**config.mk**
```make
export PLATFORM = sky130hd
export DESIGN_NAME = dw_buf_writer
export DESIGN_NICKNAME = d
export VERILOG_FILES = /design/src/dw_quant_pkg.sv /design/src/conv_geom_pkg.sv /design/src/dw_buf_writer.sv
export SDC_FILE = /design/constraint.sdc
export NUM_CORES = 2
export LEC_CHECK = 0
export ABC_AREA = 1
export ABC_CLOCK_PERIOD_IN_PS = 2960
export BUFFER_PORTS_ARGS = -buffer_cell sky130_fd_sc_hd__buf_2
export CORE_MARGIN = 1
export CORE_UTILIZATION = 60
export DETAILED_ROUTE_END_ITERATION = 16
export PLACE_DENSITY = 0.76
export SLEW_MARGIN = 20
export SYNTH_ARGS = -nofsm -noshare
export SYNTH_HDL_FRONTEND = slang
export SYNTH_SLANG_ARGS = --single-unit
```
**constraint.sdc**
```tcl
create_clock -name clk -period 2.96 [get_ports clk]
set_clock_uncertainty 0.15 [all_clocks]
set_input_delay 0.888 -clock clk [delete_from_list [all_inputs] [get_ports clk]]
set_output_delay 0.888 -clock clk [all_outputs]
set_load 0.005 [all_outputs]
```
**src/dw_quant_pkg.sv**
```systemverilog
`default_nettype none

package dw_quant_pkg;

    typedef logic signed [7:0]  data_t;   // pixels, weights and pad value.
    typedef logic signed [31:0] acc_t;
    typedef logic signed [15:0] mul_t;
    typedef logic        [5:0]  shift_t;

    // nine weights of one channel, index 0 is the top left tap.
    typedef data_t [8:0] kernel_t;

    typedef struct packed {
        acc_t   bias;
        mul_t   mul;
        shift_t shift;
        data_t  relu_min;
        data_t  relu_max;
    } quant_t;

    typedef struct packed {
        logic  valid;
        logic  last;    // high on tap 8 of a pixel.
        data_t data;
    } tap_t;

    typedef struct packed {
        logic  valid;
        data_t data;
    } res_t;

endpackage

`default_nettype wire

```
**src/conv_geom_pkg.sv**
```systemverilog
`default_nettype none

package conv_geom_pkg;

    typedef logic        [15:0] dim_t;
    typedef logic signed [16:0] coord_t;  // negative where the tile starts in the padding.
    typedef logic        [31:0] addr_t;

    ////////////////////////////////////////////////////////////////////////
    // tile configuration, latched once per run.
    ////////////////////////////////////////////////////////////////////////
    typedef struct packed {
        dim_t                in_img_h;
        dim_t                in_img_w;
        coord_t              tile_in_row;
        coord_t              tile_in_col;
        dim_t                tile_out_h;
        dim_t                tile_out_w;
        dim_t                channels;
        dim_t                stride;
        dw_quant_pkg::data_t pad_value;
        addr_t               in_base;
        addr_t               buf_base;
    } tile_cfg_t;

    typedef struct packed {
        logic  en;
        addr_t addr;
    } mem_rd_req_t;

    typedef struct packed {
        logic                en;
        addr_t               addr;
        dw_quant_pkg::data_t data;
    } buf_wr_t;

endpackage

`default_nettype wire

```
**src/dw_buf_writer.sv**
```systemverilog
`timescale 1ns/1ps
`default_nettype none

module dw_buf_writer (
    input  wire                            clk,
    input  wire                            rst_n,
    input  wire                            ch_start_i,
    input  wire  conv_geom_pkg::dim_t      ch_idx_i,
    input  wire  conv_geom_pkg::tile_cfg_t cfg_i,
    input  wire  dw_quant_pkg::res_t       res_i,
    output conv_geom_pkg::buf_wr_t         buf_wr_o,
    output logic                           ch_done_o
);
    import conv_geom_pkg::*;

    addr_t ch_base;
    addr_t pix_cnt;
    addr_t pix_total;

    assign pix_total = addr_t'(cfg_i.tile_out_h) * addr_t'(cfg_i.tile_out_w);

    always_ff @(posedge clk or negedge rst_n) begin
        if (!rst_n) begin
            ch_base   <= '0;
            pix_cnt   <= '0;
            buf_wr_o  <= '0;
            ch_done_o <= 1'b0;
        end else begin
            buf_wr_o.en <= 1'b0;
            ch_done_o   <= 1'b0;
            if (ch_start_i) begin
                ch_base <= cfg_i.buf_base + addr_t'(ch_idx_i) * pix_total;
                pix_cnt <= '0;
            end else if (res_i.valid) begin
                buf_wr_o.en   <= 1'b1;
                buf_wr_o.addr <= ch_base + pix_cnt;  // pixels arrive row-major.
                buf_wr_o.data <= res_i.data;
                pix_cnt       <= pix_cnt + 1'b1;
                ch_done_o     <= (pix_cnt == pix_total - 1'b1);
            end
        end
    end

endmodule

`default_nettype wire

```
Word-level counts from Yosys, hierarchy flattened
Index checks and enable logic that the tools add are counted.

Bits in registers: 106. Bits of input ports: 230. Output and inout bits: 42.

Add/subtract/negate cells: 4. Multiply operators: 2. Equal/unequal tests: 1. Multiplexer cells: 6. Bitwise logic cells: 1. Reductions and logical operators: 2.

Operator list (count): $mux 41 (2); $add 32x32->32 (2); $mux 32 (2); $add 32x1->32 const B (1); $eq 32x32->1 (1); $mul 16x16->32 (1); $mul 16x32->32 (1); $sub 32x1->32 const B (1); $mux 1 (2); $reduce_and 2->1 (1); $reduce_bool 2->1 (1); $not 1->1 (1).

Logic depth before layout (Yosys ltp)
Word-level depth: 5. Gate-level depth with buffers: 52. Depth with buffers taken out: 49.

Least setup slack after synthesis
Ideal clock, no wire load.

Path type: input-to-reg. From: input cfg_i[105] (netlist bit). To: register ch_base[29]. Library setup time: 0.134 ns. Arrival time: 10.956 ns. Data required time: 2.676 ns. Path slack: -8.280 ns. Stages on the path: 42. Buffers on the path: 3. Path through: clkbuf_1 clkbuf_1 nand2_1 fa_1 fa_1 fa_1 fa_1 inv_1 fa_1 inv_1 fa_1 inv_1 ha_1 nand2_1 nor2_1 nand3_1 nand3_2 xor2_2 [... 6 more ...] fa_1 inv_1 fa_1 inv_1 fa_1 inv_1 fa_1 ha_1 nand2_1 nor2_1 nand2_1 o21ai_0 a21oi_1 o21bai_1 a21oi_1 o21ai_0 xor2_1 o21ai_0.

Longest elaborated chain between the ends: 3.

RTL lines: from (decl) (line dw_buf_writer.sv:9) `input wire conv_geom_pkg::tile_cfg_t cfg_i,`; $mul 16x16->32 (line dw_buf_writer.sv:20) `assign pix_total = addr_t'(cfg_i.tile_out_h) * addr_t'(cfg_i.tile_out_w);`; $mul 16x32->32 (line dw_buf_writer.sv:32) `ch_base <= cfg_i.buf_base + addr_t'(ch_idx_i) * pix_total;`; $add 32x32->32 (line dw_buf_writer.sv:32); to (signal assigned) (line dw_buf_writer.sv:32); to (decl) (line dw_buf_writer.sv:16) `addr_t ch_base;`.

No other way between the ends. A chain may end at the register's enable or synchronous reset.

Worst setup path after layout
From: input cfg_i[113] (netlist bit). To: register ch_base[31].

The elaborated chain is that of the path after synthesis.

==> metrics.cfg <==
[yosys]
yosysMostFrequentCell = inv_1
syn_area_sq_um = 29270
async_flop_share_pct = 100.0
synth_top_area_share_pct = 36.18
synth_common_cells = 1086 x inv_1, 995 x nand2_1, 529 x fa_1
ys_warn_count = 0
synth-main-ff-cell = dfrtp_1
synth_edf_count = 0
synthTopCellsByArea = fa_1 36%, inv_1 14%, nand2_1 13%, dfrtp_1 9.1%, ha_1 8.8%
synth_cell_type_count = 57
avgSynthCellArea_sq_um = 7.359
ys_ff_latch = 106
syn-instance-count = 3978
yosysTopAreaCell = fa_1
synth_seq_area_share_pct = 9.061
syn-num-nets = 4942

[floorplan]
die_area_sq_um = 49680
pin_count = 272
dieHeight_um = 222.9
core.rowCount = 80
core_sq_um = 47950
die_x_um = 222.9
start_util_pct = 61.05

[setup_path]
end_kind = register
critPathKind = input pin to register
worst_setup_path_start_kind = input pin
cp_slowest_stage_delay_ps = 570
arrival_ps = 10960
reg2regPathDepth = 18
r2r_setup_slack_ps = -50
timing.rr.end = ch_done_o
endpoint = ch_base[31]
cp_slowest_cell = fa_1
required_ps = 3100
path_common_cell = fa_1
rr_startpoint = pix_cnt[2]
critPathLaunch = cfg_i[113]
critPathMaxFanout = 10

[global_route]
grt_overflow = 0
grt_pass1_vias = 30359
grt_pass1_wl_um = 159600
grt_use_total_pct = 41.52
grt_max_degree = 68
antenna_found_initial = 2

[layout]
nFillCells = 2855
final_nets = 5624
fin_area_sq_um = 39370
final_util_pct = 82.12
drive_gt1_share_pct = 30.25
multi_input_area_sq_um = 24670
seq_area_sq_um = 2654
syn_to_final_growth_pct = 34.50

[route]
vias = 29845
wl_per_cell_um = 20.43
drc = 0
wirelength_um = 107900
dr.pass1.iters = 8
dr.first_iter.drc_count = 3270
vias_per_cell = 5.650
ant_nets = 0

[clock_network]
ctsHoldBuffers = 0
clock_sinks = 106
insertion_delay_ps = 390
clk_path_buf_depth = 2
cts_root_buf = clkbuf_16
htreeDepth = 3
clkTransAtPathRegs_ps = 100
cts_made_buffers = 9
cts_tree = yes

[status]
status = finished with violations
failed_checks = setup timing

[placed_design]
hpwlAfterDp_um = 78080
gp_congestion = 1.021
place_area_sq_um = 35180
dp_slack_ps = -8335
io_buffers = 133

[job]
drv_cap = 0

[sta]
whs_ps = 325.7
postLayoutSetupSlackWorst_ps = -7863
worst_pin_slew_ps = 761.3
fmax_ghz = 0.09240
grt_setup_unrepaired = true
post-route-period-util_pct = 365.6
slew_headroom_pct = 49.25
period_minus_slack_ps = 10820
setup_viol = 33
hold_viol_final = 0
maxSlewViolCount = 0

[worst_hold_path]
hold_path.class = input pin to async pin

what timing repair did:
action	4_1_cts	5_1_grt
resized for setup	475	226
setup buffers	126	51
gates cloned	0	0
pin swaps	213	180
setup endpoints to repair	33	53
layout by cell type (no fill, tap or decap), types with 30 or more instances in the layout:
cell type	instances
inv_1	997
nand2_4	58
nor2_4	33
nor2_1	214
fa_2	30
a21oi_1	81
nand2_2	99
buf_4	560
buf_2	104
ha_1	137
o21ai_0	54
buf_6	94
inv_2	91
dfrtp_1	105
nor2_2	36
buf_12	33
nand2_1	858
fa_1	499
ha_4	65
xor2_1	42
nand3_1	89
logic make-up (layout without fill, tap and decap cells):
| family | count (synthesis) | count (layout) | share of synthesized area [%] |
|---|---|---|---|
| AO/OA/AOI/OAI | 284 | 284 | 5.403 |
| XOR/XNOR | 84 | 84 | 2.684 |
| adder cells (fa/ha/maj) | 734 | 734 | 44.94 |
| buffers and inverters | 1250 | 1937 | 16.14 |
| flip-flops | 106 | 106 | 9.061 |
| other | 0 | 2 | 0 |
| AND/OR/NAND/NOR | 1520 | 1520 | 21.77 |
state kept, by name, summed over array words and instances, names as in the netlist:
| name | cells |
|---|---|
| ch_done_o | 1 |
| ch_base | 32 |
| buf_wr_o | 41 |
| pix_cnt | 32 |
layout make-up:
cell class / count / area share [%]
Clock buffer: 10 / 0.5815
Sequential cell: 106 / 6.740
Timing Repair Buffer: 810 / 17.07
Antenna cell: 2 / 0.01271
Tap cell: 615 / 1.954
Clock inverter: 6 / 0.2193
Multi-Input combinational cell: 2622 / 62.67
Inverter: 1111 / 10.75
worst max-delay path, delay by kind of cell:
kind / cells / cell delay (ps)
compound gates: 1 / 90
xor+xnor: 2 / 580
fa+ha+maj: 14 / 6370
buf+inv: 20 / 1790
simple gates: 13 / 1200
metrics by stage:
stage / TNS, ps / cells
after floorplan: -180510 / 3978
after global placement: -204820 / 5110
after detailed placement: -209210 / 5110
after CTS: -189830 / 5235
after global routing: -206490 / 5281
final: -199000 / 5282
worst min-delay path by stage:
stage            startpoint           end  slack, ps
6_report              rst_n    ch_base[4]        330
3_5_place_dp    buf_wr_o[7]   buf_wr_o[7]        310
3_3_place_gp    buf_wr_o[7]   buf_wr_o[7]        310
2_1_floorplan    ch_base[0]    ch_base[0]        300
4_1_cts               rst_n   buf_wr_o[4]        330
5_1_grt        buf_wr_o[10]  buf_wr_o[10]        350
per-layer routing:
layer	vias to the layer above	track usage (%)	routed length (um)
met2	2043	64.52	47540
met3	531	8.376	13620
met1	14327	55.33	39220
met4	2	21.38	7527
li1	12942	-	-
met5	-	0	11
Power is not shown: default switching activity piles up to over one toggle a cycle in this logic, so the estimate is an artifact.
