--- config.mk ---
export PLATFORM = sky130hd
export DESIGN_NAME = dw_mac_requant
export DESIGN_NICKNAME = d
export VERILOG_FILES = /design/src/dw_quant_pkg.sv /design/src/dw_mac_requant.sv
export SDC_FILE = /design/constraint.sdc
export NUM_CORES = 2
export LEC_CHECK = 0
export ABC_AREA = 0
export BUFFER_PORTS_ARGS = -buffer_cell sky130_fd_sc_hd__buf_2
export CAP_MARGIN = 20
export CORE_MARGIN = 4
export CORE_UTILIZATION = 35
export DETAILED_ROUTE_END_ITERATION = 10
export GPL_TIMING_DRIVEN = 0
export PLACE_DENSITY = 0.5
export REMOVE_ABC_BUFFERS = 1
export SLEW_MARGIN = 10
export SYNTH_ARGS = -nofsm -noshare
export SYNTH_HDL_FRONTEND = slang
export SYNTH_SLANG_ARGS = --single-unit
--- constraint.sdc ---
create_clock -name clk -period 12.8 [get_ports clk]
set_input_delay 0.64 -clock clk [delete_from_list [all_inputs] [get_ports clk]]
set_output_delay 0.64 -clock clk [all_outputs]
set_load 0.02 [all_outputs]
--- src/dw_quant_pkg.sv ---
`default_nettype none

package dw_quant_pkg;

    typedef logic signed [7:0]  data_t;   // pixels, weights and pad value.
    typedef logic signed [31:0] acc_t;
    typedef logic signed [15:0] mul_t;
    typedef logic        [5:0]  shift_t;

    // nine weights of one channel, index 0 is the top left tap.
    typedef data_t [8:0] kernel_t;

    typedef struct packed {
        acc_t   bias;
        mul_t   mul;
        shift_t shift;
        data_t  relu_min;
        data_t  relu_max;
    } quant_t;

    typedef struct packed {
        logic  valid;
        logic  last;    // high on tap 8 of a pixel.
        data_t data;
    } tap_t;

    typedef struct packed {
        logic  valid;
        data_t data;
    } res_t;

endpackage

`default_nettype wire

--- src/dw_mac_requant.sv ---
`timescale 1ns/1ps
`default_nettype none

module dw_mac_requant (
    input  wire                         clk,
    input  wire                         rst_n,
    input  wire  dw_quant_pkg::tap_t    tap_i,
    input  wire  dw_quant_pkg::kernel_t kernel_i,
    input  wire  dw_quant_pkg::quant_t  quant_i,
    output dw_quant_pkg::res_t          res_o
);
    import dw_quant_pkg::*;

    logic [3:0]         tap_cnt;
    data_t              weight;
    logic signed [15:0] prod;
    acc_t               acc;
    acc_t               acc_next;
    logic               sum_valid;  // acc holds a finished pixel sum.
    logic signed [47:0] scaled;
    logic signed [47:0] shifted;
    data_t              clamped;

    ////////////////////////////////////////////////////////////////////////
    // accumulate stage
    ////////////////////////////////////////////////////////////////////////
    assign weight   = kernel_i[tap_cnt];
    assign prod     = tap_i.data * weight;
    assign acc_next = ((tap_cnt == 4'd0) ? quant_i.bias : acc) + acc_t'(prod);

    always_ff @(posedge clk or negedge rst_n) begin
        if (!rst_n) begin
            tap_cnt   <= '0;
            sum_valid <= 1'b0;
        end else begin
            sum_valid <= tap_i.valid && tap_i.last;
            if (tap_i.valid) begin
                tap_cnt <= tap_i.last ? 4'd0 : tap_cnt + 4'd1;
            end
        end
    end

    always_ff @(posedge clk) begin
        if (tap_i.valid) begin
            acc <= acc_next;
        end
    end

    ////////////////////////////////////////////////////////////////////////
    // requantize stage
    ////////////////////////////////////////////////////////////////////////
    assign scaled  = acc * quant_i.mul;
    assign shifted = scaled >>> quant_i.shift;   // floors negative values.

    always_comb begin
        if (shifted > quant_i.relu_max) begin
            clamped = quant_i.relu_max;
        end else if (shifted < quant_i.relu_min) begin
            clamped = quant_i.relu_min;
        end else begin
            clamped = shifted[7:0];
        end
    end

    always_ff @(posedge clk or negedge rst_n) begin
        if (!rst_n) begin
            res_o <= '0;
        end else begin
            res_o.valid <= sum_valid;
            res_o.data  <= clamped;
        end
    end

endmodule

`default_nettype wire

Word-level counts from Yosys, hierarchy flattened:

Cells that the tools add are included.

* bits in registers: 46
* latch bits: 0
* memory bits (writable): 0
* ROM bits: 0
* bits of input ports: 154
* output and inout port bits: 9
* word-level logic and storage cells: 21
* memories: 0

* add/sub/neg operators: 2
* $mul: 2
* div/mod/pow operators: 0
* order comparisons: 3
* equal/unequal tests: 0
* shifts and indexed selects: 1
* muxes and demuxes: 6
* bitwise gates (word level): 0
* reductions and logical operators: 2

Operators by type and width (number)
* $gt 48x8->1: 1
* $lt 48x8->1: 1
* $mul 32x16->48: 1
* $sshr 48x6->48: 1
* $add 32x16->32: 1
* $bmux 8 s4: 1
* $mux 32: 1
* $mux 8: 3
* $mul 8x8->16: 1
* $lt 4x5->1 const B: 1
* $add 4x1->4 const B: 1
* $logic_not 4->1: 1
* $mux 4: 1
* $logic_and 1x1->1: 1

Longest topological paths before layout:

* depth after elaboration: 5
* mapped depth: 43
* gate-level depth less buffers: 41

Worst setup path after synthesis:

No wires, ideal clock.

* path kind: input to register
* from: input port quant_i[23] in the netlist's numbering
* to: register res_o[0] in the netlist's numbering
* setup time: 0.125 ns
* arrival time: 9.959 ns
* required time: 12.675 ns
* path slack: 2.716 ns
* stages: 37
* path buffers: 2
* cells stage by stage: clkbuf_1 > nand2_1 > fa_1 > inv_1 > fa_1 > inv_1 > fa_1 > fa_1 > fa_1 > inv_1 > fa_1 > ha_1 > clkbuf_1 > and4_1 > a221oi_2 > nand2_1 > o21a_1 > or3_1 > and2_1 > mux4_2 > a21oi_1 > a2bb2oi_1 > o221a_2 > ha_1 > nor2b_1 > o21a_1 > o21a_1 > o21a_1 > o21ai_0 > nand2b_1 > a21oi_1 > nor2b_1 > o21ai_0 > a31oi_1 > nor3_1 > mux2i_1 > mux2_2

* cells in the longest elaborated chain, start to end: 5
* elaborated cells between the ends (all ways): 6
* those cells by class: mul: 1; order compare: 2; shift: 1; mux: 2

RTL lines
* start: declaration: RTL line dw_mac_requant.sv:9 `input wire dw_quant_pkg::quant_t quant_i,`
* $mul 32x16->48 *: RTL line dw_mac_requant.sv:52 `assign scaled = acc * quant_i.mul;`
* $sshr 48x6->48 *: RTL line dw_mac_requant.sv:53 `assign shifted = scaled >>> quant_i.shift;`
* $lt 48x8->1: RTL line dw_mac_requant.sv:58 `end else if (shifted < quant_i.relu_min) begin`
* $mux 8: RTL line dw_mac_requant.sv:58
* $mux 8 *: RTL line dw_mac_requant.sv:56 `if (shifted > quant_i.relu_max) begin`
* via clamped[0]: RTL line dw_mac_requant.sv:22 `data_t clamped;`
* end: declaration: RTL line dw_mac_requant.sv:10 `output dw_quant_pkg::res_t res_o`

Mark *: on every way through the listed nets, which the timed path passes. The rest lies on a longest branch.
A chain may end at the register's enable or synchronous reset.

Worst setup path after layout:

* from: register acc[31]
* to: register res_o[0] in the netlist's numbering

* cells in the longest elaborated chain, start to end: 5
* elaborated cells between the ends (all ways): 6
* those cells by class: mul: 1; order compare: 2; shift: 1; mux: 2

RTL lines
* start: declaration: RTL line dw_mac_requant.sv:17 `acc_t acc;`
* start signal: assignment: RTL line dw_mac_requant.sv:45 `acc <= acc_next;`
* $mul 32x16->48 *: RTL line dw_mac_requant.sv:52
* $sshr 48x6->48 *: RTL line dw_mac_requant.sv:53
* $lt 48x8->1: RTL line dw_mac_requant.sv:58
* $mux 8: RTL line dw_mac_requant.sv:58
* $mux 8 *: RTL line dw_mac_requant.sv:56
* via clamped[0]: RTL line dw_mac_requant.sv:22

Marks and branches as above.

==> reports/qor.csv <==
metric,value,unit
outcome,"finished, final reports clean",
stdcell_count,4787,
post_drt_via_cell_ratio,5.12,
critical-path-slowest-cell,edfxtp_1,
synth_edf_count,32,
ioPinCount,163,
layout-drive-gt1-share,8.26,%
worst_pin_slew,1.09,ns
dp.cells,4772,
cts_root_buf,clkbuf_16,
die_area,97300,µm²
finalCriticalPeriod,11.62,ns
fillers,9519,
dr_total_vias,24500,
htreeDepth,2,
grtUsageTotal,18.8,%
syn_area,32300,µm²
cp-end-kind,flip-flop,
drt_wl_total,89900,µm
ys_types,98,
numCtsBuffers,5,
rr_endpoint,res_o[0],
cp_max_fo,18,
antenna_left,0,
cts_resized,0,
maxCapViolCount,0,
synth.avg_cell_area,9.01,µm²
regArea,1310,µm²
hold_viol_final,0,
syn2layout_area_growth,6.17,%
rr_startpoint,acc[31],
setup_viol,0,
die_w,312,µm
arrival,11.85,ns
wl_per_cell,18.8,µm
maxSlewViolCount,0,
worstRegToRegCells,35,
async_flop_share,30.4,%
grt_pass1_vias,26400,
hold_class,input port to asynchronous set/reset pin,
critPathKind,flip-flop to flip-flop,
place_hpwl,73800,µm
crit_end,res_o[0],
multi_input_area,27900,µm²
insertion_delay,0.33,ns
synth-seq-cells,46,
cts_tree,done,
grt_pass1_wl,147000,µm
max_freq,86.0,MHz
final.setup_skew,0.0107,ns
cts.hold.buffers_added,0,
syn_inst,3589,
firstDrtPassIters,5,
tns,0,ns
crit_path_start,acc[31],
ys_seq_area_share,4.05,%
slew_headroom,27.5,%
fp.coreArea,91700,µm²
yosysWarnings,0,
ys.flop_type,edfxtp_1,
cts.sinks,46,
grt_max_degree,62,
grt-ovfl-total,0,
route.detailed.drc,0,
clk_pin_slew,0.08,ns
rsz0062_at_grt,false,
cpMostUsedCell,fa_1,
gp_congestion,0.900,
post-cts-setup-buffers,0,
initial_core_util,35.3,%
nets,4653,
rows,111,
clockBufferDepth,2,
cpPeakStageDelay,0.86,ns
drt_iter0_drc,1173,
portBuffers,162,
cp.required,13.02,ns
cp-start-kind,flip-flop,
period_share,90.8,%
die_h,312,µm
antenna_found_initial,10,
regToRegSetupSlack,1.18,ns
layout by cell type, fill, tap and decap left out, drive strengths merged, types with 6 or more instances in the layout:
cell type,instances
edfxtp,32
o31ai,6
mux2i,99
a22oi,8
buf,170
nand4,36
nor4,10
nor2,154
a31oi,19
o211ai,23
and4,6
a311oi,8
nor3,41
o21ai,100
dfrtp,14
and2,388
fa,622
nand2b,31
a21o,51
a211o,7
o21bai,15
nand2,293
ha,281
xor2,27
a21oi,155
nand3,26
xnor2,56
mux2,20
nor2b,17
and3,11
o21a,22
a221oi,10
inv,663
mux4,48
a211oi,29
or3,10
a2bb2oi,6
critical path: cells and delay by family, from the launching register on:
| family | cells | cell delay (ns) |
|---|---|---|
| AND/OR/NAND/NOR | 13 | 2.99 |
| flip-flops | 1 | 0.86 |
| multiplexers | 2 | 0.35 |
| adder cells (fa/ha/maj) | 8 | 4.11 |
| AO/OA/AOI/OAI | 8 | 2.19 |
| buffers and inverters | 4 | 0.95 |
cells in the mapped netlist, drive strengths merged (15+ instances only):
library cell | n | area (µm²)
a21oi | 155 | 787
nand3 | 26 | 130
nor2 | 154 | 581
nor3 | 41 | 210
fa | 622 | 12500
mux2 | 20 | 225
mux2i | 99 | 991
xor2 | 27 | 236
o21a | 22 | 165
ha | 281 | 3520
o211ai | 23 | 183
nand2b | 31 | 194
inv | 662 | 2480
edfxtp | 32 | 961
nor2b | 17 | 106
clkbuf | 140 | 527
o21bai | 15 | 113
mux4 | 48 | 1080
and2 | 388 | 2430
xnor2 | 56 | 490
nand4 | 36 | 225
a211oi | 29 | 228
buf | 31 | 146
a31oi | 19 | 125
o21ai | 100 | 512
nand2 | 293 | 1110
a21o | 51 | 390
worst min path at each step:
stage	startpoint	endpoint	cells after the start
after global routing	rst_n	res_o[2]	1
after detailed placement	sum_valid	res_o[8]	0
after CTS	rst_n	res_o[2]	1
final	rst_n	res_o[2]	1
after global placement	sum_valid	res_o[8]	0
after floorplan	sum_valid	res_o[8]	0
state kept, by name, indices dropped and copies added, names as in the netlist:
register   flops
acc           32
res_o          9
tap_cnt        4
sum_valid      1
layer usage:
layer  vias up  global-route usage [%]  wire length, µm
met3        81                    1.92             3510
met5         -                       0               27
met2       467                    32.2            42900
li1      11500                       -                -
met4         4                    3.40             1570
met1     12400                    26.0            41900
cells by family (layout without fill, tap and decap cells):
| kind of cell | after synthesis | after routing | share of synthesized area, % |
|---|---|---|---|
| AO/OA/AOI/OAI | 515 | 515 | 10.8 |
| XOR/XNOR | 84 | 84 | 2.32 |
| adder cells (fa/ha/maj) | 903 | 903 | 49.4 |
| buffers and inverters | 837 | 845 | 9.81 |
| flip-flops | 46 | 46 | 4.05 |
| multiplexers | 167 | 167 | 7.11 |
| other | 0 | 4 | 0 |
| AND/OR/NAND/NOR | 1037 | 1037 | 16.5 |
stage by stage:
step / utilization [%] / cell area [µm²] / hold WS, ns / worst slack [ns]
finish: 37.5 / 34300 / 0.254 / 1.18
global route: 37.5 / 34300 / 0.286 / 0.310
CTS: 37.4 / 34200 / 0.260 / 1.05
detailed placement: 37.2 / 34100 / 0.345 / 0.789
global placement: 37.1 / 34000 / 0.338 / 0.0957
floorplan: - / 31700 / 0.331 / 2.91
final cells by class:
type                            instances  area share [%]
Tap cell                             1186            4.32
Multi-Input combinational cell       2706            81.1
Timing Repair Buffer                  171            2.91
Inverter                              666            7.28
Clock buffer                            5           0.364
Antenna cell                            4          0.0291
Clock inverter                          3           0.128
Sequential cell                        46            3.82
Power is not shown: default switching activity piles up to over one toggle a cycle in this logic, so the estimate is an artifact.
