<file path="src/dw_quant_pkg.sv">
`default_nettype none

package dw_quant_pkg;

    typedef logic signed [7:0]  data_t;   // pixels, weights and pad value.
    typedef logic signed [31:0] acc_t;
    typedef logic signed [15:0] mul_t;
    typedef logic        [5:0]  shift_t;

    // nine weights of one channel, index 0 is the top left tap.
    typedef data_t [8:0] kernel_t;

    typedef struct packed {
        acc_t   bias;
        mul_t   mul;
        shift_t shift;
        data_t  relu_min;
        data_t  relu_max;
    } quant_t;

    typedef struct packed {
        logic  valid;
        logic  last;    // high on tap 8 of a pixel.
        data_t data;
    } tap_t;

    typedef struct packed {
        logic  valid;
        data_t data;
    } res_t;

endpackage

`default_nettype wire

</file>
<file path="src/conv_geom_pkg.sv">
`default_nettype none

package conv_geom_pkg;

    typedef logic        [15:0] dim_t;
    typedef logic signed [16:0] coord_t;  // negative where the tile starts in the padding.
    typedef logic        [31:0] addr_t;

    ////////////////////////////////////////////////////////////////////////
    // tile configuration, latched once per run.
    ////////////////////////////////////////////////////////////////////////
    typedef struct packed {
        dim_t                in_img_h;
        dim_t                in_img_w;
        coord_t              tile_in_row;
        coord_t              tile_in_col;
        dim_t                tile_out_h;
        dim_t                tile_out_w;
        dim_t                channels;
        dim_t                stride;
        dw_quant_pkg::data_t pad_value;
        addr_t               in_base;
        addr_t               buf_base;
    } tile_cfg_t;

    typedef struct packed {
        logic  en;
        addr_t addr;
    } mem_rd_req_t;

    typedef struct packed {
        logic                en;
        addr_t               addr;
        dw_quant_pkg::data_t data;
    } buf_wr_t;

endpackage

`default_nettype wire

</file>
<file path="src/dw_tap_fetch.sv">
`timescale 1ns/1ps
`default_nettype none

module dw_tap_fetch (
    input  wire                             clk,
    input  wire                             rst_n,
    input  wire                             ch_start_i,
    input  wire  conv_geom_pkg::dim_t       ch_idx_i,
    input  wire  conv_geom_pkg::tile_cfg_t  cfg_i,
    output conv_geom_pkg::mem_rd_req_t      in_rd_o,
    input  wire  dw_quant_pkg::data_t       in_rd_data_i,
    output dw_quant_pkg::tap_t              tap_o
);
    import conv_geom_pkg::*;
    import dw_quant_pkg::*;

    logic       active;
    dim_t       oy;
    dim_t       ox;
    logic [1:0] ky;
    logic [1:0] kx;
    coord_t     row_base;   // input row of tap (0, x) for the current pixel.
    coord_t     col_base;
    coord_t     step;
    coord_t     row;
    coord_t     col;
    addr_t      plane_base;
    logic       pad;
    logic       tap_end;

    logic       side_valid;
    logic       side_last;
    logic       side_pad;
    data_t      side_pad_val;

    assign step    = coord_t'(cfg_i.stride);
    assign row     = row_base + coord_t'(ky);
    assign col     = col_base + coord_t'(kx);
    assign tap_end = (ky == 2'd2) && (kx == 2'd2);

    // the sign bit covers the top and left border, the compare covers the other two.
    assign pad = row[16] || col[16] || (row[15:0] >= cfg_i.in_img_h) ||
                 (col[15:0] >= cfg_i.in_img_w);

    always_comb begin
        in_rd_o.en   = active && !pad;   // a pad tap still takes its cycle.
        in_rd_o.addr = plane_base + addr_t'(row[15:0]) * addr_t'(cfg_i.in_img_w) +
                       addr_t'(col[15:0]);
    end

    ////////////////////////////////////////////////////////////////////////
    // pixel and kernel walk, one tap per cycle.
    ////////////////////////////////////////////////////////////////////////
    always_ff @(posedge clk or negedge rst_n) begin
        if (!rst_n) begin
            active     <= 1'b0;
            oy         <= '0;
            ox         <= '0;
            ky         <= '0;
            kx         <= '0;
            row_base   <= '0;
            col_base   <= '0;
            plane_base <= '0;
        end else if (ch_start_i) begin
            active     <= 1'b1;
            oy         <= '0;
            ox         <= '0;
            ky         <= '0;
            kx         <= '0;
            row_base   <= cfg_i.tile_in_row;
            col_base   <= cfg_i.tile_in_col;
            plane_base <= cfg_i.in_base +
                          addr_t'(ch_idx_i) * addr_t'(cfg_i.in_img_h) * addr_t'(cfg_i.in_img_w);
        end else if (active) begin
            if (kx != 2'd2) begin
                kx <= kx + 2'd1;
            end else begin
                kx <= '0;
                if (ky != 2'd2) begin
                    ky <= ky + 2'd1;
                end else begin
                    ky <= '0;
                    if (ox != cfg_i.tile_out_w - 1'b1) begin
                        ox       <= ox + 1'b1;
                        col_base <= col_base + step;
                    end else begin
                        ox       <= '0;
                        col_base <= cfg_i.tile_in_col;
                        if (oy != cfg_i.tile_out_h - 1'b1) begin
                            oy       <= oy + 1'b1;
                            row_base <= row_base + step;
                        end else begin
                            active <= 1'b0;
                        end
                    end
                end
            end
        end
    end

    // travels beside the one cycle of memory latency.
    always_ff @(posedge clk or negedge rst_n) begin
        if (!rst_n) begin
            side_valid   <= 1'b0;
            side_last    <= 1'b0;
            side_pad     <= 1'b0;
            side_pad_val <= '0;
        end else begin
            side_valid   <= active;
            side_last    <= active && tap_end;
            side_pad     <= pad;
            side_pad_val <= cfg_i.pad_value;
        end
    end

    always_comb begin
        tap_o.valid = side_valid;
        tap_o.last  = side_last;
        tap_o.data  = side_pad ? side_pad_val : in_rd_data_i;
    end

endmodule

`default_nettype wire

</file>
<file path="config.mk">
export PLATFORM = sky130hd
export DESIGN_NAME = dw_tap_fetch
export DESIGN_NICKNAME = d
export VERILOG_FILES = /design/src/dw_quant_pkg.sv /design/src/conv_geom_pkg.sv /design/src/dw_tap_fetch.sv
export SDC_FILE = /design/constraint.sdc
export NUM_CORES = 2
export LEC_CHECK = 0
export BUFFER_PORTS_ARGS = -buffer_cell sky130_fd_sc_hd__buf_2
export CAP_MARGIN = 5
export CORE_MARGIN = 1
export CORE_UTILIZATION = 45
export CTS_BUF_LIST = sky130_fd_sc_hd__clkbuf_4 sky130_fd_sc_hd__clkbuf_8
export CTS_CLUSTER_SIZE = 25
export DETAILED_ROUTE_END_ITERATION = 6
export GPL_TIMING_DRIVEN = 0
export SLEW_MARGIN = 25
export SYNTH_ARGS = -nofsm -noshare
export SYNTH_HDL_FRONTEND = slang
export SYNTH_SLANG_ARGS = --single-unit
</file>
<file path="constraint.sdc">
create_clock -name clk -period 25.3 [get_ports clk]
set_input_delay 5.06 -clock clk [delete_from_list [all_inputs] [get_ports clk]]
set_output_delay 5.06 -clock clk [all_outputs]
set_load 0.03 [all_outputs]
</file>
# After elaboration in Yosys (flattened, before gate mapping)

Index checks and enable logic that the tools add are counted.

Bits in registers: 114
Input bits: 229
Word-level logic and storage cells: 87

Add/subtract/negate cells: 13
Multipliers: 3
$lt $le $gt $ge: 2
Equality and inequality tests: 9
Muxes and demuxes: 36
Reduce and logical (&&, ||, !) cells: 12

Operators by type and width:

| kind                                                                 | count |
|---|---|
| 17-bit 2-to-1 mux                                                    | 11 |
| 16-bit 2-to-1 mux                                                    | 11 |
| 32-bit adder                                                         | 3 |
| 17-bit adder                                                         | 2 |
| 17-bit by 3-bit adder with 17-bit output                             | 2 |
| 16-bit by 1-bit adder with 16-bit output, second input constant      | 2 |
| 16-bit greater-or-equal comparator                                   | 2 |
| 16-bit by 16-bit multiplier with 32-bit output                       | 1 |
| 16-bit by 17-bit multiplier with 32-bit output                       | 1 |
| 32-bit by 16-bit multiplier with 32-bit output                       | 1 |
| 16-bit inequality test                                               | 2 |
| 16-bit by 1-bit subtractor with 16-bit output, second input constant | 2 |
| 2-bit 2-to-1 mux                                                     | 7 |
| 2-bit inequality test, second input constant                         | 5 |
| 8-bit 2-to-1 mux                                                     | 1 |
| 1-bit 2-to-1 mux                                                     | 6 |
| 5-bit AND reduction                                                  | 1 |
| 2-bit by 1-bit adder with 2-bit output, second input constant        | 2 |
| 2-bit == test, second input constant                                 | 2 |
| 2-bit nonzero test                                                   | 2 |
| 1-bit logical AND                                                    | 3 |
| 1-bit logical OR                                                     | 3 |
| 3-bit AND reduction                                                  | 1 |
| 2-bit AND reduction                                                  | 1 |
| 1-bit logical NOT                                                    | 1 |

# Longest topological paths before layout

Depth in word-level cells: 8
Mapped depth: 50
Mapped depth without buffers: 47

# Least setup slack after synthesis

OpenSTA, ideal clock, no wires.

Kind: input to output
Start point: in cfg_i[178] (netlist name)
End point: out in_rd_o[31] (netlist name)
Data arrival time: 11666 ps
Setup slack: 8574 ps
Stages: 23
Path buffers: 2
Cells stage by stage: clkbuf_1 clkbuf_1 nand2_1 fa_1 inv_1 fa_1 fa_1 fa_1 inv_1 fa_1 inv_1 fa_1 ha_1 a21o_1 a221o_1 a211oi_1 o21ai_1 a21oi_1 a21oi_1 and4_1 a2111oi_0 a21oi_1 xor2_1

RTL lines:

| item               | RTL line           | text |
|---|---|---|
| start: declaration | dw_tap_fetch.sv:9  | `input wire conv_geom_pkg::tile_cfg_t cfg_i,` |
| end: declaration   | dw_tap_fetch.sv:10 | `output conv_geom_pkg::mem_rd_req_t in_rd_o,` |

==> metrics.cfg <==
[critical_path]
startpoint_type = primary input
end_kind = output port
path_max_fanout = 10
arrival_ns = 13.88
r2r-start = ky[0]
critPathRequiredTime_ns = 20.24
crit_start = cfg_i[178]
path_class = in -> out

[global_route]
globalRouteTotalUtil_pct = 29.5
antenna_found_initial = 10
first_global_vias = 33300
grt.overflow.total = 0
grt_pass1_wl_um = 197000
grt_max_degree = 79

[outcome]
status = complete, no violations

[synth]
syn_avg_cell_area_um2 = 8.73
syn-num-nets = 5902
ys_seq_elements = 114
synth_area_um2 = 39300
yosysWarnings = 0
synth_edf_count = 0
synth.distinct_cells = 83
postSynth.asyncResetShare_pct = 100
ys_seq_area_share_pct = 7.27
netlist_instances = 4496
synth_ff_type = dfrtp_1

[routing]
wl_met3_um = 11700
drt-pass1-iter-count = 6
antenna_left = 0
drc = 0
wl_um = 125000
wire_per_inst_um = 21.2
drtIter0Drc = 2372
top_layer_used = met5
viasPerCell = 5.34
wl_met1_um = 50700
routed-wl-met2_um = 58500
route.vias.total = 31500

[timing]
fin_skew_ns = 0.0249
max_freq_mhz = 52.8
max_slew_margin_pct = 19.8
period_share_pct = 74.9
finalHoldViolations = 0
setup_violations = 0
fin_crit_ns = 18.94
hold-worst-slack_ns = 0.440
max_slew.worst_pin.slew_ns = 1.19
rsz0062_at_grt = false
slew_viol_final = 0
finalSetupTns_ns = 0

[floorplanning]
io_pins = 272
die_w_um = 297
core_area_um2 = 85800
fp.dieArea_um2 = 88400
fp-row-count = 107
die_y_um = 297
start_util_pct = 45.7

[clock_tree]
post_cts_resized = 0
clockRootBuffer = clkbuf_8
postCtsSetupBuffers = 0
insertion_delay_ns = 0.51
numCtsBuffers = 17
cts_sinks = 114
clk_pin_slew_ns = 0.10
cts-hold-fix-buffers = 0
htree_levels = 4
cts_tree = yes
cts_buffer_depth = 2

[final_layout]
fin_nets = 6134
nFillCells = 8372
drive_gt1_share_pct = 6.60
areaGrowthSynthToFinish_pct = 7.71

[placement]
dp.final_hpwl_um = 104000
io_buffer_count = 211
routabilityCongestion = 0.980

[hold_path]
min_from = active
hold_path_class = reg -> reg

[run]
cap_violations = 0

## path summary, 6_finish.rpt
path	end	slack, ns	cells after the start
max reg2reg	side_pad	19.85	16
min in group asynchronous	side_pad_val[7]	4.42	1
min	side_valid	0.44	0
max in group asynchronous	col_base[0]	20.14	2
max	in_rd_o[31]	6.36	24
min reg2reg	side_valid	0.44	0
## synth_stat cells (16+ instances only)
library cell	instances	area (µm²)
dfrtp_1	114	2850
xor2_1	63	552
a21oi_1	123	616
and3_1	41	257
nand3_1	33	165
nor2b_1	18	113
nand2b_1	21	131
o21ai_0	115	576
and2_1	283	1770
fa_1	784	15700
nor2_1	190	713
nor3_1	38	190
a21o_1	49	368
clkbuf_1	161	604
mux2_2	24	270
xnor2_1	141	1230
ha_1	393	4920
nand4_1	16	100
inv_1	1020	3830
nand2_1	647	2430
## layout by cell type, fill, tap and decap left out, types with 7 or more instances in the layout
| cell type | n |
|---|---|
| o21ai_1 | 7 |
| fa_1 | 784 |
| dfrtp_1 | 114 |
| nor2b_1 | 18 |
| o21bai_1 | 12 |
| clkbuf_8 | 17 |
| a21boi_0 | 13 |
| nand3_1 | 33 |
| mux2i_1 | 13 |
| nor3_1 | 38 |
| nand4_1 | 16 |
| nand2b_1 | 21 |
| nand3b_1 | 10 |
| o21ai_0 | 114 |
| mux2_2 | 24 |
| ha_1 | 393 |
| inv_1 | 1020 |
| a21oi_1 | 123 |
| and2_1 | 283 |
| buf_2 | 212 |
| a31oi_1 | 12 |
| clkbuf_1 | 157 |
| nor3b_1 | 10 |
| xnor2_1 | 137 |
| o211ai_1 | 10 |
| or3_1 | 11 |
| a211oi_1 | 10 |
| a21o_1 | 49 |
| nand2_1 | 647 |
| nor2_1 | 190 |
| o21a_1 | 11 |
| and3_1 | 41 |
| xor2_1 | 60 |
| inv_6 | 8 |
## layer usage
layer	track usage (%)	vias up
met2	48.9	1323
li1	-	14000
met5	0	-
met1	38.7	15900
met3	6.07	228
met4	9.00	4
## worst max-delay path, cell delays in order
cell and delay, ns:
clkbuf_1 0.69, clkbuf_1 0.88, nand2_1 0.20, fa_1 0.60, inv_1 0.06, fa_1 0.48, fa_1 0.51, fa_1 0.56
inv_1 0.06, fa_1 0.50, inv_1 0.06, fa_1 0.45, ha_1 0.37, a21o_1 0.22, a221o_1 0.40, a211oi_1 0.66
o21ai_1 0.16, a21oi_1 0.24, a21oi_1 0.13, and4_1 0.22, a2111oi_0 0.66, a21oi_1 0.18, xor2_1 0.27, buf_2 0.24
## logic make-up (layout without fill, tap and decap cells)
kind of cell	Yosys count	after routing	synth area share, %
buffers and inverters	1194	1439	11.4
other	0	5	0
AO/OA/AOI/OAI	422	422	6.75
adder cells (fa/ha/maj)	1177	1177	52.5
XOR/XNOR	209	209	4.83
flip-flops	114	114	7.27
AND/OR/NAND/NOR	1343	1343	16.2
multiplexers	37	37	1.02
## area by class of cell
class                      instances  area, µm²  area share, %
tap                             1144       1430           3.39
inverter                        1026       3850           9.11
antenna                            5       12.5         0.0296
clock buffer                      17        234          0.553
buffer                           168        646           1.53
multi-input combinational       3188      32000           75.6
timing repair buffer             213       1120           2.65
clock inverter                    15        159          0.376
sequential                       114       2850           6.75
## sequential cells by signal, indices dropped and copies added, names as in the netlist
register	cells
active	1
col_base	17
kx	2
ky	2
ox	16
oy	16
plane_base	32
row_base	17
side_last	1
side_pad	1
side_pad_val	8
side_valid	1
## metrics by stage
step                area (µm²)  instances  setup WS (ns)  util, %
floorplan                39300       4496           8.57        -
global placement         41700       5851           6.47     48.6
detailed placement       41900       5853           6.46     48.8
CTS                      42300       5885           6.42     49.2
global route             42300       5888           6.19     49.3
finish                   42300       5890           6.36     49.3
Power is not shown: default switching activity piles up to over one toggle a cycle in this logic, so the estimate is an artifact.
