--- config.mk ---
export PLATFORM = sky130hd
export DESIGN_NAME = dw_tile_seq
export DESIGN_NICKNAME = d
export VERILOG_FILES = /design/src/dw_quant_pkg.sv /design/src/conv_geom_pkg.sv /design/src/dw_tile_seq.sv
export SDC_FILE = /design/constraint.sdc
export NUM_CORES = 1
export LEC_CHECK = 0
export ABC_AREA = 1
export ABC_CLOCK_PERIOD_IN_PS = 2600
export CAP_MARGIN = 25
export CORE_MARGIN = 3
export CORE_UTILIZATION = 52
export DETAILED_ROUTE_END_ITERATION = 12
export DONT_BUFFER_PORTS = 1
export PLACE_DENSITY_LB_ADDON = 0.1
export SLEW_MARGIN = 0
export SYNTH_ARGS = -nofsm -noshare
export SYNTH_HDL_FRONTEND = slang
export SYNTH_SLANG_ARGS = --single-unit
--- constraint.sdc ---
create_clock -name clk -period 2.6 [get_ports clk]
set_input_delay 0.65 -clock clk [delete_from_list [all_inputs] [get_ports clk]]
set_output_delay 0.65 -clock clk [all_outputs]
set_load 0.005 [all_outputs]
--- src/dw_quant_pkg.sv ---
`default_nettype none

package dw_quant_pkg;

    typedef logic signed [7:0]  data_t;   // pixels, weights and pad value.
    typedef logic signed [31:0] acc_t;
    typedef logic signed [15:0] mul_t;
    typedef logic        [5:0]  shift_t;

    // nine weights of one channel, index 0 is the top left tap.
    typedef data_t [8:0] kernel_t;

    typedef struct packed {
        acc_t   bias;
        mul_t   mul;
        shift_t shift;
        data_t  relu_min;
        data_t  relu_max;
    } quant_t;

    typedef struct packed {
        logic  valid;
        logic  last;    // high on tap 8 of a pixel.
        data_t data;
    } tap_t;

    typedef struct packed {
        logic  valid;
        data_t data;
    } res_t;

endpackage

`default_nettype wire

--- src/conv_geom_pkg.sv ---
`default_nettype none

package conv_geom_pkg;

    typedef logic        [15:0] dim_t;
    typedef logic signed [16:0] coord_t;  // negative where the tile starts in the padding.
    typedef logic        [31:0] addr_t;

    ////////////////////////////////////////////////////////////////////////
    // tile configuration, latched once per run.
    ////////////////////////////////////////////////////////////////////////
    typedef struct packed {
        dim_t                in_img_h;
        dim_t                in_img_w;
        coord_t              tile_in_row;
        coord_t              tile_in_col;
        dim_t                tile_out_h;
        dim_t                tile_out_w;
        dim_t                channels;
        dim_t                stride;
        dw_quant_pkg::data_t pad_value;
        addr_t               in_base;
        addr_t               buf_base;
    } tile_cfg_t;

    typedef struct packed {
        logic  en;
        addr_t addr;
    } mem_rd_req_t;

    typedef struct packed {
        logic                en;
        addr_t               addr;
        dw_quant_pkg::data_t data;
    } buf_wr_t;

endpackage

`default_nettype wire

--- src/dw_tile_seq.sv ---
`timescale 1ns/1ps
`default_nettype none

module dw_tile_seq (
    input  wire                       clk,
    input  wire                       rst_n,
    input  wire                       start_i,
    input  wire  conv_geom_pkg::dim_t channels_i,
    input  wire                       ch_done_i,
    output logic                      busy_o,
    output logic                      done_o,
    output logic                      cfg_load_o,
    output logic                      ch_start_o,
    output conv_geom_pkg::dim_t       ch_idx_o
);
    import conv_geom_pkg::*;

    typedef enum logic [1:0] {
        S_IDLE,
        S_CH_SETUP,
        S_CH_RUN,
        S_DONE
    } state_t;

    state_t state;
    dim_t   last_ch;

    assign last_ch = channels_i - 1'b1;

    // S_DONE counts as idle from outside, so a new start may follow the done pulse.
    assign cfg_load_o = start_i && ((state == S_IDLE) || (state == S_DONE));
    assign busy_o     = (state == S_CH_SETUP) || (state == S_CH_RUN);
    assign done_o     = (state == S_DONE);

    always_ff @(posedge clk or negedge rst_n) begin
        if (!rst_n) begin
            state      <= S_IDLE;
            ch_start_o <= 1'b0;
            ch_idx_o   <= '0;
        end else begin
            ch_start_o <= 1'b0;
            case (state)
                S_IDLE, S_DONE: begin
                    state <= S_IDLE;
                    if (start_i) begin
                        ch_idx_o <= '0;
                        state    <= S_CH_SETUP;
                    end
                end
                S_CH_SETUP: begin
                    // the index has been stable for a cycle by now.
                    ch_start_o <= 1'b1;
                    state      <= S_CH_RUN;
                end
                S_CH_RUN: begin
                    if (ch_done_i) begin
                        if (ch_idx_o == last_ch) begin
                            state <= S_DONE;
                        end else begin
                            ch_idx_o <= ch_idx_o + 1'b1;
                            state    <= S_CH_SETUP;
                        end
                    end
                end
                default: state <= S_IDLE;
            endcase
        end
    end

endmodule

`default_nettype wire

* Word level (Yosys, flattened, before mapping)
Cells that the tools add are included.
** Operators by class
- Add/sub/neg operators :: 2
- Eq/ne operators :: 7
- Reductions and logical operators :: 7
- Multiplexer cells :: 9
** Operators by type and width (number)
- $mux 16 :: 3
- $pmux 16 s2 :: 1
- $add 16x1->16 const B :: 1
- $eq 16x16->1 :: 1
- $sub 16x1->16 const B :: 1
- $ne 2x2->1 const B :: 3
- $pmux 2 s3 :: 1
- $eq 2x2->1 const B :: 2
- $mux 2 :: 2
- $reduce_and 4->1 :: 1
- $eq 2x1->1 const B :: 1
- $logic_not 2->1 :: 1
- $logic_or 1x1->1 :: 2
- $mux 1 :: 2
- $reduce_bool 2->1 :: 1
- $reduce_or 2->1 :: 1
- $logic_and 1x1->1 :: 1
** Storage, ports and cells
- Input port bits :: 20
- Output and inout port bits :: 20
- Flip-flop bits (word level) :: 19

* Longest topological paths before layout
Gate-level depths: netlist (run 1).
- Word-level depth :: 5
- Depth in mapped cells :: 16

* Least setup slack after synthesis (run 1)
No wires, ideal clock.
- Path type :: input -> register
- From :: input channels_i[0]
- To :: register ch_idx_o[15]
- Data arrival time :: 2.082 ns
- Setup slack :: 0.401 ns
- Required time :: 2.483 ns
- Library setup time :: 0.117 ns
- Stages on the path :: 14
- Cells stage by stage :: inv_1 -> ha_1 -> nand2_2 -> nor2_4 -> nand2_2 -> nand2_1 -> nand2_1 -> nor2_2 -> nand2_2 -> nor2_4 -> nand3_4 -> buf_2 -> nand3_1 -> nand2_1
** On the way
- Longest elaborated chain between the ends :: 4
** Ends and longest elaborated chain
- from (decl) :: line dw_tile_seq.sv:8 : input wire conv_geom_pkg::dim_t channels_i,
- $sub 16x1->16 :: line dw_tile_seq.sv:28 : assign last_ch = channels_i - 1'b1;
- $eq 16x16->1 :: line dw_tile_seq.sv:57 : if (ch_idx_o == last_ch) begin
- $ne 2x2->1 (no line)
- $reduce_and 4->1 (no line)
- to (signal assigned) :: line dw_tile_seq.sv:60 : ch_idx_o <= ch_idx_o + 1'b1;
- to (decl) :: line dw_tile_seq.sv:14 : output conv_geom_pkg::dim_t ch_idx_o
Every way passes these cells.
A chain may end at the register's enable or synchronous reset.

* Final worst setup path (run 1)
- From :: input channels_i[0]
- To :: register ch_idx_o[12]
Same word-level chain as after synthesis.

==> results of run 1 <==
[critical path, delay by kind of cell]
| kind | cells | cell delay (ns) |
|---|---|---|
| buf+inv | 1 | 0.08 |
| fa+ha+maj | 1 | 0.27 |
| simple gates | 12 | 1.38 |
[area by class of cell]
class / count / area [um2]
clock buffer: 4 / 45.04
fill: 358 / 1444
inverter: 33 / 123.9
multi-input combinational: 248 / 1281
sequential: 19 / 475.5
tap: 46 / 57.56
timing repair buffer: 2 / 15.01
[report_power, final]
group / switching (uW) / total, uW / internal (uW)
Combinational: 251 / 365 / 115
Clock: 97.0 / 206 / 109
Sequential: 43.1 / 367 / 324
Total: 391 / 939 / 548
[registers in the layout, summed over array words and instances, names as in the netlist]
signal      count
ch_idx_o       16
ch_start_o      1
state           2
[worst max path at each step]
stage                   from      endpoint  slack [ns]  cells past startpoint
2_1_floorplan  channels_i[0]  ch_idx_o[15]        0.40                     14
3_3_place_gp   channels_i[0]  ch_idx_o[12]        0.17                     14
3_5_place_dp   channels_i[0]  ch_idx_o[12]        0.11                     14
4_1_cts        channels_i[0]  ch_idx_o[12]        0.38                     14
5_1_grt        channels_i[0]   ch_idx_o[9]        0.11                     14
6_report       channels_i[0]  ch_idx_o[12]        0.40                     14
[layout by cell type (no fill, tap or decap), types with 3 or more instances in the layout]
cell / synthesis / routed
xnor2_1: 5 / 5
nor2_1: 49 / 49
nor2_2: 5 / 5
nand3_1: 33 / 33
dfrtp_1: 19 / 19
o21ai_0: 3 / 3
clkbuf_8: 0 / 3
nor3_1: 5 / 5
nand2_2: 13 / 13
xor2_1: 18 / 18
inv_1: 33 / 33
ha_1: 6 / 6
nand2_1: 97 / 97
nor2_4: 3 / 3
[layer usage]
layer / wire, um / part of all wire (%) / track usage [%]
met1: 1933 / 44 / 27.26
met2: 2170 / 49 / 38.74
met3: 280 / 6.3 / 2.192
met4: 46 / 1.0 / 4.569
met5: 0 / 0 / 0
[cell families (layout without fill, tap and decap cells)]
| family | after synthesis | after routing | synth area share [%] |
|---|---|---|---|
| xor gates and xnor gates | 24 | 24 | 11.70 |
| AOI/OAI and AO/OA | 5 | 5 | 1.372 |
| buffers and inverters | 37 | 39 | 8.235 |
| adders and majority gates | 6 | 6 | 3.921 |
| DFF | 19 | 19 | 24.84 |
| and+or+nand+nor | 213 | 213 | 49.93 |
[through the flow]
stage	area, um2	std cells	power (uW)	hold slack [ns]	setup slack [ns]
3_3_place_gp	1953	348	736.6	0.3548	0.1706
4_1_cts	1998	352	954.1	0.07197	0.3830
2_1_floorplan	1914	304	698.8	0.3544	0.4015
5_1_grt	1998	352	1006	0.07014	0.1103
3_5_place_dp	1953	348	742.1	0.3549	0.1111
6_report	1998	352	938.7	0.07948	0.4003
==> flow_metrics.tcl, run 1 <==
set metrics [dict create \
    wire_per_inst_um 12.59 \
    r2r_cells 12 \
    slowest_delay_ns 0.27 \
    setup_viol_count_final 0 \
    yosysSeqAreaShare_pct 24.84 \
    peakVddDrop_mv 0.4113 \
    vias 1805 \
    period_minus_slack_ns 2.200 \
    clk_path_buf_depth 2 \
    path_max_fanout 18 \
    antenna_found_initial 0 \
    avgViaCountPerCell 5.128 \
    cts_buffers 3 \
    n_antenna_cell 0 \
    worstSetupStartpointType "primary input" \
    status "finished, final reports clean" \
    grt.overflow.total 0 \
    rsz0062_at_grt "no" \
    skew_ns 0.005066 \
    synth_nets 330 \
    clk_pin_slew_ns 0.07 \
    place_congestion 0.8362 \
    post_cts_resize_count 0 \
    first_iter_violations 75 \
    synth-warning-count 0 \
    final_util_pct 58.05 \
    yosysTopAreaCell "dfrtp_1" \
    die_area_mm2 0.004446 \
    postCtsSetupRepairBufs 0 \
    slew_violations 0 \
    drtPass1Iterations 4 \
    synth_async_sr_flop_share_pct 100.0 \
    fmax_mhz 454.6 \
    grt_pass1_wl_mm 7.472 \
    cp.required_ns 2.80 \
    grt_max_degree 20 \
    num_rows 21 \
    r2r_setup_slack_ns 0.54 \
    synth_seq_cells 19 \
    synthTopCellsByCount "nand2_1, nor2_1, inv_1, nand3_1, dfrtp_1" \
    synth_area_leaders "dfrtp_1, nand2_1, nor2_1" \
    crit_arrival_ns 2.40 \
    cts_tree "built" \
    synth_cell_types 25 \
    critPathSlowestCell "ha_1" \
    drc_errors 0 \
    grt_pass1_vias 1699 \
    worstReg2RegStart "state[0]" \
    area.growth.synth_to_final_pct 4.379 \
    drv_cap 0 \
    routed_wl_mm 4.430 \
    path_cells "inv_1 > ha_1 > nand2_2 > nor2_4 > nand2_2 > nand2_1 > nand2_1 > nor2_2 > nand2_2 > nor2_4 > nand3_4 > nand2_4 > nand2_1 > nand2_1" \
    hpwl_mm 3.461 \
    synth_top_cell_area_share_pct 24.84 \
    ioPinCount 40 \
    p_per_area_mw_per_mm2 469.8 \
    avgSynthCellArea_um2 6.297 \
    nNetsFinal 333 \
    end_kind "flop" \
    fp.coreArea_mm2 0.003442 \
    syn_inst 304 \
    critical_path_class "in2reg" \
    leakagePower_uw 0.0009453 \
    portBuffers 0 \
    fin_crit_sh_pct 84.60 \
    hold_viol_final 0 \
    die_x_um 66.68 \
    die_h_um 66.68 \
    grt_usage_pct 21.43 \
    hold_path.class "in2async" \
    hold_buffers 0 \
    path_common_cell "nand2_1" \
    initial_core_util_pct 55.62 \
    syn_area_mm2 0.001914 \
    clk_latency_ns 0.26 \
    synth-edff-count 0 \
    layout-drive-gt1-share_pct 9.150 \
    yosysMostFrequentCell "nand2_1" \
    detail-route-antenna-nets 0 \
    relSlewSlack_pct 72.32 \
    tightest_slew_ns 0.4121 \
    cts_root_buffer "clkbuf_8" \
    clkSinkCount 19 \
    finalSetupTns_ns 0 \
    r2r_end "ch_idx_o[12]" \
    synth_flop_cell "dfrtp_1" \
    htree_num_levels 1 \
]
Note: power is estimated with default switching activity, not from simulation.
==> inputs of run 2 (changes only) <==
- ABC_CLOCK_PERIOD_IN_PS: 2600 -> 1850
- clock period: 2.6 -> 1.85 ns (I/O delays scaled with it)
==> run 2 against run 1 <==
  * Routed wire length grew 12%
  * Sequential power grew 35%
  * Worst hold slack better by 0.29 ns
  * Global-route usage is 3.0 points higher
  * Sequential share of layout area decreased by 3.4 points
  * Utilization is 9.7 points higher
  * Clock-buffer cell count unchanged
  * Die area unchanged
  * Clock power grew 43%
  * Final cell count grew 9.4%
  * First-iteration DRC count rose by 57%
  * Largest cell class unchanged
  * Largest power group is now combinational logic
==> flow_metrics.tcl, run 2 (synthesis results as in run 1) <==
set metrics [dict create \
    die_h_um 66.68 \
    peakVddDrop_mv 0.6550 \
    clk_path_buf_depth 2 \
    top_register "ch_idx_o" \
    place_congestion 0.8292 \
    r2r_setup_slack_ns 0.14 \
    fmax_mhz 568.6 \
    endpoint "ch_idx_o[15]" \
    fin_crit_sh_pct 95.06 \
    die_x_um 66.68 \
    post-place-ws_ns -0.1753 \
    first_iter_violations 118 \
    holdWs_ns 0.3702 \
    layout-drive-gt1-share_pct 22.12 \
    grt_pass1_vias 1918 \
    final_util_pct 67.79 \
    initial_core_util_pct 55.62 \
    htree_num_levels 1 \
    grt.overflow.total 0 \
    setup_viol_count_final 0 \
    finalSetupTns_ns 0 \
    cts_root_buffer "clkbuf_8" \
    dp_cells 377 \
    largest_register_ffs 16 \
    route.met3.wl_um 373 \
    skew_ns 0.003811 \
    mostFrequentLayoutCells "nand2_1, nor2_1, buf_4" \
    critical_path_class "in2reg" \
    vias 1990 \
    r2r_cells 13 \
    hold_viol_final 0 \
    grt_pass1_wl_mm 8.321 \
    path_max_fanout 5 \
    n_fill_cell 314 \
    leakagePower_uw 0.001124 \
    avgViaCountPerCell 5.169 \
    multi_input_area_mm2 0.001355 \
    dr_wl_met2_mm 2.347 \
    seqPwrFrac_pct 32.9 \
    combPwrFrac_pct 47.6 \
    routed_wl_mm 4.949 \
    detail-route-antenna-nets 0 \
    crit_arrival_ns 1.91 \
    hpwl_mm 3.855 \
    period_minus_slack_ns 1.759 \
    cp.required_ns 2.00 \
    cts_tree "built" \
    switching_share_pct 41.83 \
    p_int_uw 880.2 \
    hold_path.class "in2reg" \
    rsz0062_at_grt "yes" \
    ioPinCount 40 \
    worstSetupStartpointType "primary input" \
    tightest_slew_ns 0.8905 \
    drtPass1Iterations 4 \
    end_kind "flop" \
    slew_violations 0 \
    final_cells 385 \
    wire_per_inst_um 12.85 \
    r2r_end "ch_idx_o[15]" \
    area.growth.synth_to_final_pct 21.90 \
    highest_layer "met4" \
    num_rows 21 \
    status "finished, final reports clean" \
    startpoint "channels_i[0]" \
    grt_usage_pct 24.41 \
    drv_cap 0 \
    nNetsFinal 366 \
    n_antenna_cell 0 \
    worstReg2RegStart "ch_idx_o[5]" \
    grt_max_degree 20 \
    regArea_um2 475.5 \
    fp.coreArea_mm2 0.003442 \
    clk_latency_ns 0.26 \
    clk_pin_slew_ns 0.07 \
    clkSinkCount 19 \
    cts_buffers 3 \
    p_per_area_mw_per_mm2 648.4 \
    p_clk_share_pct 19.5 \
    antenna_found_initial 0 \
    portBuffers 0 \
    drc_errors 0 \
    p_switching_uw 632.9 \
    fin_ws_ns 0.09130 \
    reg.largest.list "ch_idx_o x16, state x2, ch_start_o x1" \
    die_area_mm2 0.004446 \
    relSlewSlack_pct 40.44 \
    mostFrequentLayoutCell "nand2_1" \
    met1Wirelength_mm 2.121 \
]
## run 2: cell types whose count changed in the layout (fill, tap and decap cells not counted), sizes merged
cell | before | now
inv | 33 | 32
buf | 2 | 34
dlygate4sd3 | 0 | 1
clkinvlp | 0 | 1
## run 2: layout make-up
| cell class | count | area share (%) |
|---|---|---|
| Timing Repair Buffer | 35 | 11.69 |
| Inverter | 33 | 5.469 |
| Sequential cell | 19 | 20.38 |
| Multi-Input combinational cell | 248 | 58.07 |
| Clock buffer | 4 | 1.930 |
| Tap cell | 46 | 2.466 |
## run 2: worst min-delay path by stage
stage / depth (start not counted) / to / startpoint
floorplan: 0 / ch_idx_o[0] / rst_n
global placement: 0 / ch_idx_o[12] / rst_n
detailed placement: 0 / ch_idx_o[12] / rst_n
CTS: 3 / state[1] / ch_done_i
global route: 3 / state[1] / ch_done_i
finish: 3 / state[1] / ch_done_i
## run 2: what timing repair did
item / 4_1_cts / 5_1_grt
resized for setup: 0 / 16
hold endpoints to repair: 19 / 0
setup endpoints to repair: 0 / 17
hold buffers: 1 / 0
setup buffers: 0 / 2
## run 2: power by group through the flow
stage	Combinational [uW]	Clock (uW)	Sequential, uW
CTS	662	302	494
global route	816	314	503
global placement	644	0	499
detailed placement	650	0	500
finish	721	295	497
floorplan	489	0	506
## run 2: worst max-delay path: stages
cell,delay (ns)
clkinvlp_4,0.08
ha_4,0.17
nand2_4,0.08
nor2_4,0.18
nand2_2,0.09
nand2_2,0.07
nand2_2,0.05
nor2_2,0.13
nand2_2,0.08
nor2_4,0.10
nand3_4,0.13
buf_4,0.19
nand3_1,0.06
nand2_1,0.05
## run 2: per-stage QoR
| step | cell area (um2) | total power [uW] |
|---|---|---|
| after floorplan | 1944 | 995.2 |
| after global placement | 2195 | 1144 |
| after detailed placement | 2195 | 1149 |
| after CTS | 2250 | 1459 |
| after global routing | 2333 | 1633 |
| final | 2333 | 1513 |
## run 2: per-layer routing
metal | up-vias | global-route usage [%]
met3 | 10 | 3.541
met5 | - | 0
met1 | 902 | 30.54
li1 | 1014 | -
met4 | 0 | 9.137
met2 | 64 | 42.08
==> inputs of run 3 (changes only) <==
- MAX_ROUTING_LAYER: unset -> met4
==> run 3 against run 2 <==
  * Sequential cell count did not move
  * Routed wire length is 0.36% lower
  * Worst setup slack is essentially flat
  * Global-route usage rose by 0.64 points
  * Critical path depth stayed put
  * First-iteration DRC count grew 0.85%
  * Clock skew fell by 0.00070 ns
  * Fmax hardly changed
  * Worst hold slack improved by 0.0011 ns
  * Register-to-register slack about the same
==> flow_metrics.tcl, run 3 (synthesis results as in run 1) <==
set metrics [dict create \
    cts_root_buffer "clkbuf_8" \
    clk_path_buf_depth 2 \
    path_cells "clkinvlp_4 > ha_4 > nand2_4 > nor2_4 > nand2_2 > nand2_2 > nand2_2 > nor2_2 > nand2_2 > nor2_4 > nand3_4 > buf_4 > nand3_1 > nand2_1" \
    dp_cells 377 \
    cts_buffers 3 \
    critPathSlowestCell "buf_4" \
    mostFrequentLayoutCell "nand2_1" \
    p_per_area_mw_per_mm2 648.1 \
    nNetsFinal 366 \
    cp.required_ns 2.00 \
    fin_crit_sh_pct 95.08 \
    hold_viol_final 0 \
    top_register "ch_idx_o" \
    avgViaCountPerCell 5.156 \
    path_common_cell "nand2_2" \
    leakagePower_uw 0.001124 \
    crit_arrival_ns 1.91 \
    largest_register_ffs 16 \
    clk_latency_ns 0.26 \
    reg.largest.list "ch_idx_o x16, state x2, ch_start_o x1" \
    drtPass1Iterations 4 \
    routed_wl_mm 4.931 \
    initial_core_util_pct 55.62 \
    slowest_delay_ns 0.19 \
    die_h_um 66.68 \
    clk_pin_slew_ns 0.07 \
    holdWs_ns 0.3713 \
    grt_pass1_wl_mm 8.314 \
    vias 1985 \
    mostFrequentLayoutCells "nand2_1, nor2_1, buf_4" \
    antenna_found_initial 0 \
    worstSetupStartpointType "primary input" \
    fmax_mhz 568.5 \
    startpoint "channels_i[0]" \
    worstReg2RegStart "ch_idx_o[5]" \
    hpwl_mm 3.855 \
    tightest_slew_ns 0.8881 \
    num_rows 21 \
    n_fill_cell 314 \
    drc_errors 0 \
    setup_viol_count_final 0 \
    n_antenna_cell 0 \
    cts_tree "built" \
    peakVddDrop_mv 0.6534 \
    layout-drive-gt1-share_pct 22.12 \
    htree_num_levels 1 \
    grt_usage_pct 25.05 \
    period_minus_slack_ns 1.759 \
    path_max_fanout 5 \
    grt_pass1_vias 1919 \
    detail-route-antenna-nets 0 \
    area.growth.synth_to_final_pct 21.90 \
    ioPinCount 40 \
    slew_violations 0 \
    relSlewSlack_pct 40.60 \
    fp.coreArea_mm2 0.003442 \
    skew_ns 0.003107 \
    end_kind "flop" \
    final_cells 385 \
    final_util_pct 67.79 \
    wire_per_inst_um 12.81 \
    hold_start "ch_done_i" \
    hold_path.class "in2reg" \
    die_area_mm2 0.004446 \
    grt.overflow.total 0 \
    place_congestion 0.8419 \
    drv_cap 0 \
    die_x_um 66.68 \
    portBuffers 0 \
    rsz0062_at_grt "yes" \
    first_iter_violations 119 \
    clkSinkCount 19 \
    grt_max_degree 20 \
    critical_path_class "in2reg" \
    status "finished, final reports clean" \
]
-- run 3: cell counts in the layout (fill, tap and decap cells not counted) --
Identical to the previous run, type by type.
-- run 3: cell type report --
type	instances	area, um2	area share (%)
multi-input combinational	248	1355	58.07
inverter	33	127.6	5.469
tap	46	57.56	2.466
clock buffer	4	45.04	1.930
timing repair buffer	35	272.8	11.69
sequential	19	475.5	20.38
-- run 3: final timing paths --
kind                           endpoint  slack, ns  cells after the start
min                            state[1]       0.37                      3
max reg2reg                ch_idx_o[15]       0.13                     13
max                        ch_idx_o[15]       0.09                     14
min reg2reg                 ch_idx_o[7]       0.60                      3
max in group asynchronous   ch_idx_o[4]       0.54                      1
min in group asynchronous    ch_start_o       0.77                      1
-- run 3: what timing repair did --
action                                  4_1_cts  5_1_grt
resized for setup                             0       16
hold buffers                                  1        0
buffers inserted                              0        2
hold endpoints to repair                     19        0
endpoints found under the setup margin        0       17
-- run 3: where the power goes --
group	leakage, uW	total, uW	switching (uW)	internal, uW
Sequential	0.000261	497	41.1	456
Clock	0.0000228	294	141	153
Combinational	0.000840	721	450	271
-- run 3: per-stage QoR --
stage               total power [uW]  cell area (um2)  worst slack, ns  setup TNS [ns]
floorplan                      995.2             1944        0.0009850               0
global placement                1144             2195          -0.1123          -1.763
detailed placement              1149             2195          -0.1753          -2.668
CTS                             1459             2250          0.03110               0
global route                    1633             2333         -0.05254         -0.5833
finish                          1512             2333          0.09101               0
-- run 3: critical path, delay by kind of cell --
kind,cells,cell delay [ns]
buffers and inverters,2,0.27
adders and majority gates,1,0.17
and+or+nand+nor,11,1.02
-- run 3: per-layer routing --
layer	GRT usage, %	part of all wire (%)	vias to the layer above
met5	-	0	-
met4	9.137	2.1	0
met2	42.08	48	60
met1	30.54	42	901
met3	3.541	7.7	10
li1	-	-	1014
